**src/verilog/address_offset_pkg.sv**
```systemverilog
// Address offset package
// Shared address map, operand classes and write port types for the operand stage

package address_offset_pkg;

    // Operand address width, also the width of every offset
    localparam int ADDR_WIDTH    = 10;
    // Four programmed offset slots per thread
    localparam int PO_SLOT_WIDTH = 2;
    // Signed post-increment width
    localparam int PO_INCR_WIDTH = 4;

    // Top two address bits of 2'b11 select shared memory
    localparam logic [1:0] SHARED_BASE   = 2'b11;
    // Top six bits of the indirect window, placing it at 0x3F0
    // The bits between this tag and the slot must be zero, so the window
    // covers 0x3F0 to 0x3F3 and the rest of 0x3F4..0x3FF stays shared
    localparam logic [5:0] INDIRECT_BASE = 6'h3F;

    typedef enum logic [1:0] {
        class_direct,
        class_shared,
        class_indirect
    } operand_class_t;

    // One programmed offset table entry
    typedef struct packed {
        logic [ADDR_WIDTH-1:0]    offset;
        logic [PO_INCR_WIDTH-1:0] incr;
    } po_entry_t;

    typedef struct packed {
        logic                     wren;
        logic [PO_SLOT_WIDTH-1:0] slot;
        po_entry_t                entry;
    } po_write_t;

    typedef struct packed {
        logic                  wren;
        logic [ADDR_WIDTH-1:0] offset;
    } do_write_t;

    // An instruction is annulled when io_ready is low
    typedef struct packed {
        logic io_ready;
        logic cancel;
    } instr_status_t;

    typedef struct packed {
        logic [ADDR_WIDTH-1:0]    addr;
        operand_class_t           op_class;
        logic [PO_SLOT_WIDTH-1:0] slot;
    } decoded_operand_t;

endpackage

```
**src/verilog/address_offset_unit.sv**
```systemverilog
// Address offset unit
// Aligns write strobes, keeps per-thread offsets and adds the chosen one

`timescale 1ns/100ps

module address_offset_unit #(
    parameter int THREAD_COUNT = 8
) (
    input  logic                                      clock,
    input  logic                                      rst,
    input  address_offset_pkg::decoded_operand_t      operand,
    input  address_offset_pkg::instr_status_t         status_previous,
    input  address_offset_pkg::instr_status_t         status_current,
    input  address_offset_pkg::po_write_t             po_write,
    input  address_offset_pkg::do_write_t             do_write,
    output logic [address_offset_pkg::ADDR_WIDTH-1:0] offset_addr
);

    import address_offset_pkg::*;

    localparam int THREAD_WIDTH = $clog2(THREAD_COUNT);
    // Stages from operand input to offset_addr
    localparam int PIPE_DEPTH   = 2;

    logic [THREAD_WIDTH-1:0] read_thread;
    logic [THREAD_WIDTH-1:0] write_thread;

    logic             valid_s1;
    logic             valid_s2;
    decoded_operand_t operand_s1;
    decoded_operand_t operand_s2;
    instr_status_t    status_prev_s1;
    instr_status_t    status_prev_s2;
    po_write_t        po_write_s1;
    po_write_t        po_write_s2;
    do_write_t        do_write_s1;
    do_write_t        do_write_s2;

    logic                  commit_ok;
    po_write_t             po_write_gated;
    logic                  do_wren_gated;
    logic [ADDR_WIDTH-1:0] do_table [THREAD_COUNT];
    logic [ADDR_WIDTH-1:0] default_offset;
    logic [ADDR_WIDTH-1:0] programmed_offset;
    logic [ADDR_WIDTH-1:0] selected_offset;
    logic [ADDR_WIDTH-1:0] offset_s2;
    logic                  incr_enable;

    // ------------------------------
    // Thread numbers

    thread_counter #(
        .THREAD_COUNT (THREAD_COUNT),
        .RESET_THREAD (0)
    ) read_counter_i (
        .clock  (clock),
        .rst    (rst),
        .thread (read_thread)
    );

    // Trails the read count by the pipe depth so writes hit the output's thread
    // A second counter is cheaper than carrying the thread number down the pipe
    thread_counter #(
        .THREAD_COUNT (THREAD_COUNT),
        .RESET_THREAD (THREAD_COUNT - PIPE_DEPTH)
    ) write_counter_i (
        .clock  (clock),
        .rst    (rst),
        .thread (write_thread)
    );

    // ------------------------------
    // Delay lines

    // Valid bits keep the first two cycles after reset from writing anything
    always_ff @(posedge clock) begin
        if (rst) begin
            valid_s1 <= 1'b0;
            valid_s2 <= 1'b0;
        end else begin
            valid_s1 <= 1'b1;
            valid_s2 <= valid_s1;
        end
    end

    always_ff @(posedge clock) begin
        operand_s1     <= operand;
        operand_s2     <= operand_s1;
        status_prev_s1 <= status_previous;
        status_prev_s2 <= status_prev_s1;
        po_write_s1    <= po_write;
        po_write_s2    <= po_write_s1;
        do_write_s1    <= do_write;
        do_write_s2    <= do_write_s1;
    end

    // Writes from an annulled or cancelled instruction are dropped
    always_comb begin
        commit_ok           = valid_s2 && status_prev_s2.io_ready && !status_prev_s2.cancel;
        po_write_gated      = po_write_s2;
        po_write_gated.wren = po_write_s2.wren && commit_ok;
        do_wren_gated       = do_write_s2.wren && commit_ok;
    end

    // ------------------------------
    // Offset tables

    always_ff @(posedge clock) begin
        if (do_wren_gated) begin
            do_table[write_thread] <= do_write_s2.offset;
        end
        default_offset <= do_table[read_thread];
    end

    // Slot post-increment follows the indirect operand now at stage 2
    assign incr_enable = valid_s2 && (operand_s2.op_class == class_indirect);

    programmed_offset_memory #(
        .THREAD_COUNT (THREAD_COUNT)
    ) po_memory_i (
        .clock             (clock),
        .rst               (rst),
        .read_thread       (read_thread),
        .write_thread      (write_thread),
        .read_slot         (operand.slot),
        .incr_slot         (operand_s2.slot),
        .incr_enable       (incr_enable),
        .status_current    (status_current),
        .external_write    (po_write_gated),
        .programmed_offset (programmed_offset)
    );

    // ------------------------------
    // Offset select and add

    // Indirect takes its slot, shared takes none, direct takes the thread default
    always_comb begin
        case (operand_s1.op_class)
            class_indirect: selected_offset = programmed_offset;
            class_shared:   selected_offset = '0;
            default:        selected_offset = default_offset;
        endcase
    end

    always_ff @(posedge clock) begin
        offset_s2 <= selected_offset;
    end

    always_ff @(posedge clock) begin
        if (rst) begin
            offset_addr <= '0;
        end else begin
            offset_addr <= operand_s2.addr + offset_s2;
        end
    end

endmodule

```
**src/verilog/address_translate_top.sv**
```systemverilog
// Address translate top
// Operand decode followed by the two-stage thread offset unit

`timescale 1ns/100ps

module address_translate_top #(
    parameter int THREAD_COUNT = 8
) (
    input  logic                                      clock,
    input  logic                                      rst,
    // One raw operand address per cycle, threads in round-robin order
    input  logic [address_offset_pkg::ADDR_WIDTH-1:0] raw_addr,
    // Status of the instruction issuing the offset writes
    input  address_offset_pkg::instr_status_t         status_previous,
    // Status of the instruction whose result is at the output
    input  address_offset_pkg::instr_status_t         status_current,
    input  address_offset_pkg::po_write_t             po_write,
    input  address_offset_pkg::do_write_t             do_write,
    // Translated address, two cycles after raw_addr
    output logic [address_offset_pkg::ADDR_WIDTH-1:0] offset_addr
);

    import address_offset_pkg::*;

    decoded_operand_t operand;

    // Classification is combinational and feeds stage 0 directly
    operand_decoder operand_decoder_i (
        .raw_addr (raw_addr),
        .operand  (operand)
    );

    address_offset_unit #(
        .THREAD_COUNT (THREAD_COUNT)
    ) address_offset_unit_i (
        .clock           (clock),
        .rst             (rst),
        .operand         (operand),
        .status_previous (status_previous),
        .status_current  (status_current),
        .po_write        (po_write),
        .do_write        (do_write),
        .offset_addr     (offset_addr)
    );

endmodule

```
**src/verilog/operand_decoder.sv**
```systemverilog
// Operand decoder
// Sorts a raw operand address into shared, direct or indirect memory

`timescale 1ns/100ps

module operand_decoder (
    input  logic [address_offset_pkg::ADDR_WIDTH-1:0] raw_addr,
    output address_offset_pkg::decoded_operand_t      operand
);

    import address_offset_pkg::*;

    localparam int INDIRECT_TAG_WIDTH = $bits(INDIRECT_BASE);
    localparam int SHARED_TAG_WIDTH   = $bits(SHARED_BASE);
    // Bits sitting between the indirect tag and the slot index
    localparam int GAP_MSB            = ADDR_WIDTH - INDIRECT_TAG_WIDTH - 1;

    logic indirect_hit;
    logic shared_hit;

    // Tag compares
    // The indirect window sits inside the shared region
    always_comb begin
        indirect_hit = (raw_addr[ADDR_WIDTH-1 -: INDIRECT_TAG_WIDTH] == INDIRECT_BASE)
                    && (raw_addr[GAP_MSB:PO_SLOT_WIDTH] == '0);
        shared_hit   = (raw_addr[ADDR_WIDTH-1 -: SHARED_TAG_WIDTH] == SHARED_BASE);
    end

    always_comb begin
        operand.addr = raw_addr;
        // Slot comes straight from the low address bits
        operand.slot = raw_addr[PO_SLOT_WIDTH-1:0];
        // Indirect is checked first so the window wins over shared
        if (indirect_hit) begin
            operand.op_class = class_indirect;
        end else if (shared_hit) begin
            operand.op_class = class_shared;
        end else begin
            operand.op_class = class_direct;
        end
    end

endmodule

```
**src/verilog/programmed_offset_memory.sv**
```systemverilog
// Programmed offset memory
// Per-thread offset and increment slots with post-increment write-back

`timescale 1ns/100ps

module programmed_offset_memory #(
    parameter int THREAD_COUNT = 8
) (
    input  logic                                         clock,
    input  logic                                         rst,
    input  logic [$clog2(THREAD_COUNT)-1:0]              read_thread,
    input  logic [$clog2(THREAD_COUNT)-1:0]              write_thread,
    input  logic [address_offset_pkg::PO_SLOT_WIDTH-1:0] read_slot,
    input  logic [address_offset_pkg::PO_SLOT_WIDTH-1:0] incr_slot,
    input  logic                                         incr_enable,
    input  address_offset_pkg::instr_status_t            status_current,
    input  address_offset_pkg::po_write_t                external_write,
    output logic [address_offset_pkg::ADDR_WIDTH-1:0]    programmed_offset
);

    import address_offset_pkg::*;

    localparam int SLOT_COUNT = 2**PO_SLOT_WIDTH;
    localparam int SIGN_WIDTH = ADDR_WIDTH - PO_INCR_WIDTH;

    // One entry per thread and slot
    po_entry_t po_table [THREAD_COUNT][SLOT_COUNT];

    // Entry read at stage 0, then carried along for the write-back
    po_entry_t entry_s1;
    po_entry_t entry_s2;

    logic [ADDR_WIDTH-1:0] incr_extended;
    po_entry_t             incr_entry;
    logic                  incr_commit;
    logic                  external_commit;

    // ------------------------------
    // Read side

    always_ff @(posedge clock) begin
        entry_s1 <= po_table[read_thread][read_slot];
        entry_s2 <= entry_s1;
    end

    assign programmed_offset = entry_s1.offset;

    // ------------------------------
    // Post-increment

    // Increment is signed, so negative steps wrap modulo the address space
    always_comb begin
        incr_extended     = {{SIGN_WIDTH{entry_s2.incr[PO_INCR_WIDTH-1]}}, entry_s2.incr};
        incr_entry.offset = entry_s2.offset + incr_extended;
        incr_entry.incr   = entry_s2.incr;
    end

    // The instruction now at the output must still be live to step its slot
    always_comb begin
        incr_commit     = incr_enable && status_current.io_ready
                       && !status_current.cancel && !rst;
        external_commit = external_write.wren && !rst;
    end

    // ------------------------------
    // Write side

    // Both writes land on the thread whose result is at the output
    // The external write is applied last, so it wins on a slot collision
    always_ff @(posedge clock) begin
        if (incr_commit) begin
            po_table[write_thread][incr_slot] <= incr_entry;
        end
        if (external_commit) begin
            po_table[write_thread][external_write.slot] <= external_write.entry;
        end
    end

endmodule

```
**src/verilog/thread_counter.sv**
```systemverilog
// Thread counter
// Round-robin thread number, one step per clock, loaded on reset

`timescale 1ns/100ps

module thread_counter #(
    parameter int THREAD_COUNT = 8,
    parameter int RESET_THREAD = 0
) (
    input  logic                              clock,
    input  logic                              rst,
    output logic [$clog2(THREAD_COUNT)-1:0]   thread
);

    localparam int THREAD_WIDTH = $clog2(THREAD_COUNT);
    localparam logic [THREAD_WIDTH-1:0] RESET_VALUE = THREAD_WIDTH'(RESET_THREAD);
    localparam logic [THREAD_WIDTH-1:0] LAST_THREAD = THREAD_WIDTH'(THREAD_COUNT - 1);

    // Wraps explicitly so a count that is not a power of two still works
    always_ff @(posedge clock) begin
        if (rst) begin
            thread <= RESET_VALUE;
        end else if (thread == LAST_THREAD) begin
            thread <= '0;
        end else begin
            thread <= thread + 1'b1;
        end
    end

endmodule
```
**config.mk**
```make
export PLATFORM = sky130hd
export DESIGN_NAME = address_translate_top
export DESIGN_NICKNAME = d
export VERILOG_FILES = /design/src/verilog/address_offset_pkg.sv /design/src/verilog/address_offset_unit.sv /design/src/verilog/address_translate_top.sv /design/src/verilog/operand_decoder.sv /design/src/verilog/programmed_offset_memory.sv /design/src/verilog/thread_counter.sv
export SDC_FILE = /design/constraint.sdc
export NUM_CORES = 1
export LEC_CHECK = 0
export BUFFER_PORTS_ARGS = -buffer_cell sky130_fd_sc_hd__buf_2
export CORE_UTILIZATION = 50
export CTS_BUF_LIST = sky130_fd_sc_hd__clkbuf_4 sky130_fd_sc_hd__clkbuf_8
export DETAILED_ROUTE_END_ITERATION = 10
export MAX_ROUTING_LAYER = met4
export PLACE_DENSITY = 0.66
export SLEW_MARGIN = 15
export SYNTH_ARGS = -nofsm -noshare
export SYNTH_HDL_FRONTEND = slang
export SYNTH_SLANG_ARGS = --single-unit
```
**constraint.sdc**
```tcl
create_clock -name clock -period 2.8 [get_ports clock]
set_input_delay 0.56 -clock clock [delete_from_list [all_inputs] [get_ports clock]]
set_output_delay 0.56 -clock clock [all_outputs]
set_load 0.01 [all_outputs]
```
==> metrics.csv, run 1 <==
stage;metric;value;unit
outcome;status;finished clean;
final_layout;layout.nets;1731;
final_layout;syn2layout_area_growth;15.95;%
logic_synthesis;yosysWarnings;0;
logic_synthesis;ys_seq_area_frac;0.7437;
timing;skew;24.94;ps
timing;rsz0062_at_grt;no;
worst_setup_path;startpoint_type;register;
grt;grt_use_total;0.2510;
logic_synthesis;mappedNetlistArea;25360;um^2
route;drt_iter0_drc;1365;
grt;antenna_found_initial;1;
logic_synthesis;synth_top_area_frac;0.6253;
cts;cts.clk_slew.worst_paths;60;ps
final_layout;n_antenna_cell;0;
logic_synthesis;ys_async_sr_fraction;0;
route;ant_nets;0;
floorplan;num_rows;82;
worst_setup_path;crit_type;reg -> reg;
route;wl_per_cell;25.44;um
power_and_ir_drop;ir_drop;0.5816;mV
grt;grt_pass1_wl;88.07;mm
cts;clock_path_buffers;3;
logic_synthesis;synthFlopType;edfxtp_1;
final_layout;final_util;0.5872;
logic_synthesis;synth-edff-count;528;
timing;slew_headroom;0.2482;
cts;cts_tree;yes;
cts;insertion_delay;700;ps
grt;first_global_vias;13180;
placed_design;hpwl;40.85;mm
route;firstDrtPassIters;7;
worst_setup_path;worstPathMaxFanout;8;
flow_run;cap_violations;0;
route;dr_total_vias;13580;
logic_synthesis;syn_area_per_cell;17.58;um^2
logic_synthesis;synth_cell_types;61;
grt;grt_max_degree;40;
final_layout;drive_gt1_frac;0.2671;
timing;fmax;375.8;MHz
timing;setup_viol;0;
timing;min_period;2661;ps
floorplan;die_w;227.2;um
worst_setup_path;cp.arrival;3080;ps
floorplan;die_area;51620;um^2
cts;post_cts_buffers;0;
logic_synthesis;syn-num-nets;1511;
cts;cts.sinks;678;
placed_design;port_buffers;53;
worst_setup_path;end_kind;register;
timing;setup_tns;0;ps
placed_design;finalWeightedCongestion;0.9068;
timing;worst_pin_slew;1099;ps
worst_setup_path;cp.required;3220;ps
timing;hold_violations;0;
floorplan;die_y;227.2;um
grt;overflow;0;
cts;cts_root_buf;clkbuf_8;
logic_synthesis;netlist_instances;1442;
final_layout;final_cells;2424;
timing;timing.final.max_slew_violations;0;
cts;numCtsBuffers;104;
logic_synthesis;synth_seq_cells;678;
route;drt-vias-per-instance;5.601;
hold_path;hp-class;in -> reg;
timing;finalCritPeriodShare;0.9503;
route;drc_errors;0;
floorplan;start_util;0.5064;
floorplan;core_area;50070;um^2
route;drt_wl_total;61.68;mm
cts;cts_htree_levels;3;
power_and_ir_drop;p_per_area;809.6;nW/um^2
logic_synthesis;synth_top_cell_by_area;edfxtp_1;
floorplan;ioPinCount;54;
placed_design;dp_cells;2190;
power_and_ir_drop;leakage;0.01000;uW
logic_synthesis;ys_top_cells_by_area;edfxtp_1 63%, dfxtp_1 12%, mux4_2 6.8%;
-- cells in the mapped netlist, drive strengths merged, types with 6 or more instances --
cell type,count
inv,8
edfxtp,528
ha,23
a31oi,17
mux2i,99
mux2,28
a22o,23
o21ai,17
nand3,18
a21oi,30
nor2b,21
nor2,68
mux4,76
xnor2,6
xor2,9
a22oi,42
a2111oi,14
dfxtp,150
nand2,116
and3,7
nor3,8
clkbuf,16
buf,53
a211oi,20
-- what timing repair did --
| action | CTS | global route |
|---|---|---|
| hold buffers | 38 | 0 |
| endpoints found under the setup margin | 0 | 23 |
| gates resized for setup | 0 | 1 |
| hold endpoints to repair | 38 | 0 |
-- through the flow --
step                      hold WS (ps)  area (um^2)  worst slack, ps  total power [uW]
after floorplan                  309.6        25360            449.6             14170
after global placement           310.4        26830           -23.08             15490
after detailed placement         312.1        26830           -67.47             15590
after CTS                        97.33        29390            124.7             23910
after global routing             102.7        29400            47.95             24650
final                            160.1        29400            139.1             23800
-- registers in the layout, summed over array words and instances, names as in the netlist --
name,count
address_offset_unit_i.po_write_gated,16
address_offset_unit_i.po_memory_i.entry_s1,4
address_offset_unit_i.do_write_s1,11
address_offset_unit_i.valid_s1,1
address_offset_unit_i.po_memory_i.programmed_offset,10
address_offset_unit_i.po_write_s1,17
address_offset_unit_i.read_counter_i.thread,3
address_offset_unit_i.offset_addr,10
address_offset_unit_i.write_counter_i.thread,3
address_offset_unit_i.do_write_s2,11
address_offset_unit_i.operand_s2,12
address_offset_unit_i.status_prev_s2,2
address_offset_unit_i.po_memory_i.entry_s2,14
address_offset_unit_i.po_write_s2,1
address_offset_unit_i.do_table,80
address_offset_unit_i.operand_s1,12
address_offset_unit_i.default_offset,10
address_offset_unit_i.po_memory_i.po_table,448
address_offset_unit_i.valid_s2,1
address_offset_unit_i.status_prev_s1,2
address_offset_unit_i.offset_s2,10
-- worst max-delay path: stages (launching register included) --
cell and delay [ps]:
dfxtp_1 370, ha_1 260, fa_1 490, a211oi_2 260, o21bai_1 110, a21oi_1 200, xnor2_1 270, mux2_2 440
-- path summary, 6_finish.rpt --
path                                                               startpoint                                                 to  slack (ps)  cells past startpoint
worst max-delay path            address_offset_unit_i.po_memory_i.entry_s2[0]  address_offset_unit_i.po_memory_i.po_table[4][24]         140                      7
worst min-delay path                                              raw_addr[1]                address_offset_unit_i.operand_s1[5]         160                      1
worst max register to register  address_offset_unit_i.po_memory_i.entry_s2[0]  address_offset_unit_i.po_memory_i.po_table[4][24]         140                      7
worst min register to register  address_offset_unit_i.po_memory_i.entry_s1[2]      address_offset_unit_i.po_memory_i.entry_s2[2]         320                      0
-- power by group --
part           switching, uW  leakage [uW]  internal [uW]
combinational           2200       0.00281           1040
sequential               206       0.00601          12000
clock                   3730       0.00117           4620
-- per-layer routing --
layer | track usage | part of all wire
met3 | 0.04543 | 0.062
met5 | - | 0
met1 | 0.3468 | 0.43
met2 | 0.3768 | 0.47
met4 | 0.08617 | 0.030
-- cell families (layout without fill, tap and decap cells) --
logic type / count (synthesis) / after routing / share of synthesized area
buffers and inverters: 77 / 387 / 0.01757
DFF: 678 / 678 / 0.7437
muxes: 203 / 203 / 0.1190
adders and majority gates: 25 / 25 / 0.01293
AOI/OAI and AO/OA: 176 / 176 / 0.05225
xor gates and xnor gates: 15 / 15 / 0.005181
and+or+nand+nor: 268 / 268 / 0.04934
-- area by class of cell --
class / count / area, um^2
Clock buffer: 165 / 1989
Multi-Input combinational cell: 687 / 6083
Tap cell: 672 / 840.8
Clock inverter: 31 / 191.4
Fill cell: 3794 / 20670
Timing Repair Buffer: 183 / 1399
Sequential cell: 678 / 18870
Inverter: 8 / 30.03
-- cells in the final DEF (no fill, tap or decap), drive strengths merged, types with 28 or more instances in the layout --
cell and n:
a22oi 42, mux2 28, mux4 76, edfxtp 528, dfxtp 150, mux2i 99
a21oi 30, clkbuf 165, dlygate4sd3 38, buf 145, nand2 116, nor2 68
(Power assumes the default switching activity.)
==> inputs of run 2 (changes only) <==
Settings changed: CAP_MARGIN set to 5, SYNTH_HIERARCHICAL set to 1.
==> metrics.csv, run 2 <==
stage;metric;value;unit;change
worst_setup_path;r2r_cells;7;;unchanged
logic_synthesis;ys_top_cells_by_area;edfxtp_1 62%, dfxtp_1 12%, mux4_2 6.7%;;was edfxtp_1 63%, dfxtp_1 12%, mux4_2 6.8%
hold_path;hp-class;in -> reg;;unchanged
floorplan;die_y;227.8;um;was 227.2 um
final_layout;syn2layout_area_growth;17.05;%;was 15.95%
worst_setup_path;worstPathMaxFanout;8;;unchanged
logic_synthesis;synth.most_common_cell;edfxtp_1;;unchanged
worst_setup_path;r2r_start;address_offset_unit_i/po_memory_i/entry_s2[0];;was address_offset_unit_i.po_memory_i.entry_s2[0]
timing;skew;30.78;ps;was 24.94 ps
cts;cts.clk_slew.worst_paths;60;ps;about the same
worst_setup_path;cp.arrival;3100;ps;was 3080 ps
timing;worst_pin_slew;1064;ps;was 1099 ps
worst_setup_path;crit_type;reg -> reg;;unchanged
timing;rsz0062_at_grt;no;;unchanged
floorplan;core_area;50270;um^2;was 50070 um^2
timing;timing.final.max_slew_violations;0;;unchanged
logic_synthesis;yosysWarnings;6;;was 0
cts;insertion_delay;720;ps;was 700 ps
worst_setup_path;crit_family;compound AO/OA/AOI/OAI gates;;was adder cells
worst_setup_path;startpoint_type;register;;unchanged
route;dr_total_vias;13780;;was 13580
final_layout;largest-register;address_offset_unit_i/po_memory_i/po_table;;was address_offset_unit_i.po_memory_i.po_table
logic_synthesis;synth_seq_cells;682;;was 678
logic_synthesis;netlist_instances;1426;;was 1442
cts;cts_tree;yes;;unchanged
route;drt_iter0_drc;1366;;was 1365
cts;ctsResizeCount;0;;unchanged
cts;cts.sinks;682;;was 678
worst_setup_path;critical-path-max-stage-delay;450;ps;was 490 ps
cts;numCtsBuffers;106;;was 104
logic_synthesis;ys_seq_area_frac;0.7426;;was 0.7437
logic_synthesis;synth_cell_types;60;;was 61
cts;cts_root_buf;clkbuf_8;;unchanged
worst_setup_path;path_buf_inv;1;;was 0
placed_design;port_buffers;53;;unchanged
worst_setup_path;regToRegSetupSlack;120;ps;was 140 ps
grt;overflow;0;;unchanged
grt;antenna_found_initial;0;;was 1
timing;min_period;2682;ps;was 2661 ps
floorplan;ioPinCount;54;;unchanged
route;firstDrtPassIters;5;;was 7
grt;grt_max_degree;52;;was 40
route;ant_nets;0;;unchanged
timing;fin_hold_ws;91.22;ps;was 160.1 ps
timing;setup_viol;0;;unchanged
timing;finalCritPeriodShare;0.9579;;was 0.9503
final_layout;final_cell_mix;528 x edfxtp_1, 152 x dfxtp_1, 121 x clkbuf_8;;was 528 x edfxtp_1, 147 x dfxtp_1, 120 x clkbuf_8
worst_setup_path;end_kind;register;;unchanged
placed_design;hpwl;40.31;mm;was 40.85 mm
worst_setup_path;r2r-end;address_offset_unit_i/po_memory_i/po_table[1][52];;was address_offset_unit_i.po_memory_i.po_table[4][24]
worst_setup_path;cp.required;3220;ps;about the same
power_and_ir_drop;ir_drop;0.5739;mV;was 0.5816 mV
final_layout;n_fill_cell;3725;;was 3794
cts;clock_path_buffers;3;;unchanged
final_layout;largest_reg_flops;448;;unchanged
logic_synthesis;synth-edff-count;528;;unchanged
logic_synthesis;ys_async_sr_fraction;0;;unchanged
logic_synthesis;synth_top_area_frac;0.6217;;was 0.6253
worst_setup_path;cp_slowest_cell;o21ai_1;;was fa_1
timing;fmax;372.8;MHz;was 375.8 MHz
worst_setup_path;worstSetupEndpoint;address_offset_unit_i/po_memory_i/po_table[1][52];;was address_offset_unit_i.po_memory_i.po_table[4][24]
timing;setup_tns;0;ps;unchanged
flow_run;cap_violations;0;;unchanged
cts;cts_htree_levels;3;;unchanged
floorplan;die_w;227.8;um;was 227.2 um
grt;grt_use_total;0.2454;;was 0.2510
worst_setup_path;crit_chain;ha_1 > fa_1 > a21o_1 > a221oi_2 > xor2_1 > buf_4 > o21ai_1;;was ha_1 > fa_1 > a211oi_2 > o21bai_1 > a21oi_1 > xnor2_1 > mux2_2
grt;first_global_vias;13890;;was 13180
floorplan;start_util;0.5073;;was 0.5064
final_layout;drive_gt1_frac;0.2851;;was 0.2671
cts;post_cts_buffers;0;;unchanged
worst_setup_path;startpoint;address_offset_unit_i/po_memory_i/entry_s2[0];;was address_offset_unit_i.po_memory_i.entry_s2[0]
floorplan;num_rows;82;;unchanged
floorplan;die_area;51910;um^2;was 51620 um^2
logic_synthesis;syn-num-nets;1495;;was 1511
route;drt_wl_total;60.97;mm;was 61.68 mm
power_and_ir_drop;leakage;0.01010;uW;was 0.01000 uW
worst_setup_path;worst-path-stages;7;;unchanged
outcome;status;finished clean;;unchanged
final_layout;final_common_cell;edfxtp_1;;unchanged
logic_synthesis;synth_common_cells;528 x edfxtp_1, 154 x dfxtp_1, 107 x mux2i_1;;was 528 x edfxtp_1, 150 x dfxtp_1, 116 x nand2_1
final_layout;layout.nets;1731;;unchanged
logic_synthesis;syn_area_per_cell;17.88;um^2;was 17.58 um^2
final_layout;largestRegisters;address_offset_unit_i/po_memory_i/po_table (448), address_offset_unit_i/do_table (80), address_offset_unit_i/po_write_s1 (17);;was address_offset_unit_i.po_memory_i.po_table (448), address_offset_unit_i.do_table (80), address_offset_unit_i.po_write_s1 (17)
logic_synthesis;synthFlopType;edfxtp_1;;unchanged
logic_synthesis;synth_top_cell_by_area;edfxtp_1;;unchanged
route;drt-vias-per-instance;5.677;;was 5.601
route;drc_errors;0;;unchanged
grt;grt_pass1_wl;89.11;mm;was 88.07 mm
power_and_ir_drop;p_per_area;817.3;nW/um^2;was 809.6 nW/um^2
cts;cts_hold_buf;38;;unchanged
placed_design;finalWeightedCongestion;0.9210;;was 0.9068
logic_synthesis;mappedNetlistArea;25500;um^2;was 25360 um^2
route;wl_per_cell;25.12;um;was 25.44 um
timing;slew_headroom;0.2879;;was 0.2482
timing;hold_violations;0;;unchanged
==> run 2: cell types whose count changed after synthesis, sizes merged, moves of 5 or more <==
| cell | delta |
|---|---|
| a22oi | +5 |
| nor2 | -14 |
| nand2 | -57 |
| mux2 | +7 |
| buf | +15 |
| mux2i | +8 |
| nor3 | +7 |
| o21ai | +14 |
| a21oi | -5 |
==> run 2: worst min path at each step <==
stage                                         startpoint                                    to  slack (ps)  cells past startpoint
finish                                       raw_addr[0]   address_offset_unit_i/operand_s1[4]          90                      1
global route                                 raw_addr[0]   address_offset_unit_i/operand_s1[4]          50                      1
CTS                                          raw_addr[0]   address_offset_unit_i/operand_s1[4]          40                      1
detailed placement  address_offset_unit_i/do_write_s1[1]  address_offset_unit_i/do_write_s2[1]         310                      0
global placement    address_offset_unit_i/do_write_s1[8]  address_offset_unit_i/do_write_s2[8]         310                      0
floorplan           address_offset_unit_i/do_write_s1[0]  address_offset_unit_i/do_write_s2[0]         310                      0
==> run 2: worst register-to-register path, delay by kind of cell, from the launching register on <==
kind | cells | cell delay (ps)
buffers and inverters | 1 | 180
flip-flops | 1 | 360
XOR/XNOR | 1 | 200
adder cells (fa/ha/maj) | 2 | 650
AO/OA/AOI/OAI | 3 | 1000
==> run 2: layer usage <==
metal | up-vias | GRT usage | share of wire | routed length [um]
li1 | 6099 | - | - | -
met1 | 7030 | 0.3265 | 0.42 | 25410
met2 | 543 | 0.3721 | 0.47 | 28870
met3 | 106 | 0.05350 | 0.076 | 4658
met4 | 0 | 0.09122 | 0.033 | 2031
met5 | - | - | 0 | 0
==> run 2: stage by stage <==
stage / worst slack [ps] / power, uW / util / cell area (um^2) / instances
4_1_cts: 128.4 / 24460 / 0.5937 / 29850 / 2426
6_report: 117.8 / 24400 / 0.5938 / 29850 / 2427
3_5_place_dp: 158.7 / 15770 / 0.5409 / 27190 / 2188
2_1_floorplan: 447.5 / 14120 / - / 25500 / 1426
5_1_grt: 22.89 / 25180 / 0.5937 / 29850 / 2426
3_3_place_gp: 278.9 / 15670 / 0.5409 / 27190 / 2188
==> run 2: layout make-up <==
cell class              instances  area [um^2]  share of cell area
repair buffers                216         1759             0.05893
well taps                     672        840.8             0.02817
clock buffers                 165         1996             0.06685
diodes                          1        2.502          0.00008383
flip-flops and latches        682        18950              0.6347
inverters                       9        33.78            0.001132
multi-input cells             647         5996              0.2009
clock inverters                35        277.8            0.009305
==> run 2: power by group <==
group          internal (uW)  switching, uW  total, uW
clock network           4910           3840       8750
logic                   1260           2140       3400
registers              12000            204      12200
==> run 2: cells by family (layout without fill, tap and decap cells) <==
family | Yosys count | in the layout | share of synthesized area
xor gates and xnor gates | 11 | 11 | 0.003778
other | 0 | 1 | 0
and+or+nand+nor | 205 | 205 | 0.03999
DFF | 682 | 682 | 0.7426
AOI/OAI and AO/OA | 188 | 188 | 0.05323
adders and majority gates | 25 | 25 | 0.01285
buffers and inverters | 97 | 425 | 0.02296
muxes | 218 | 218 | 0.1246
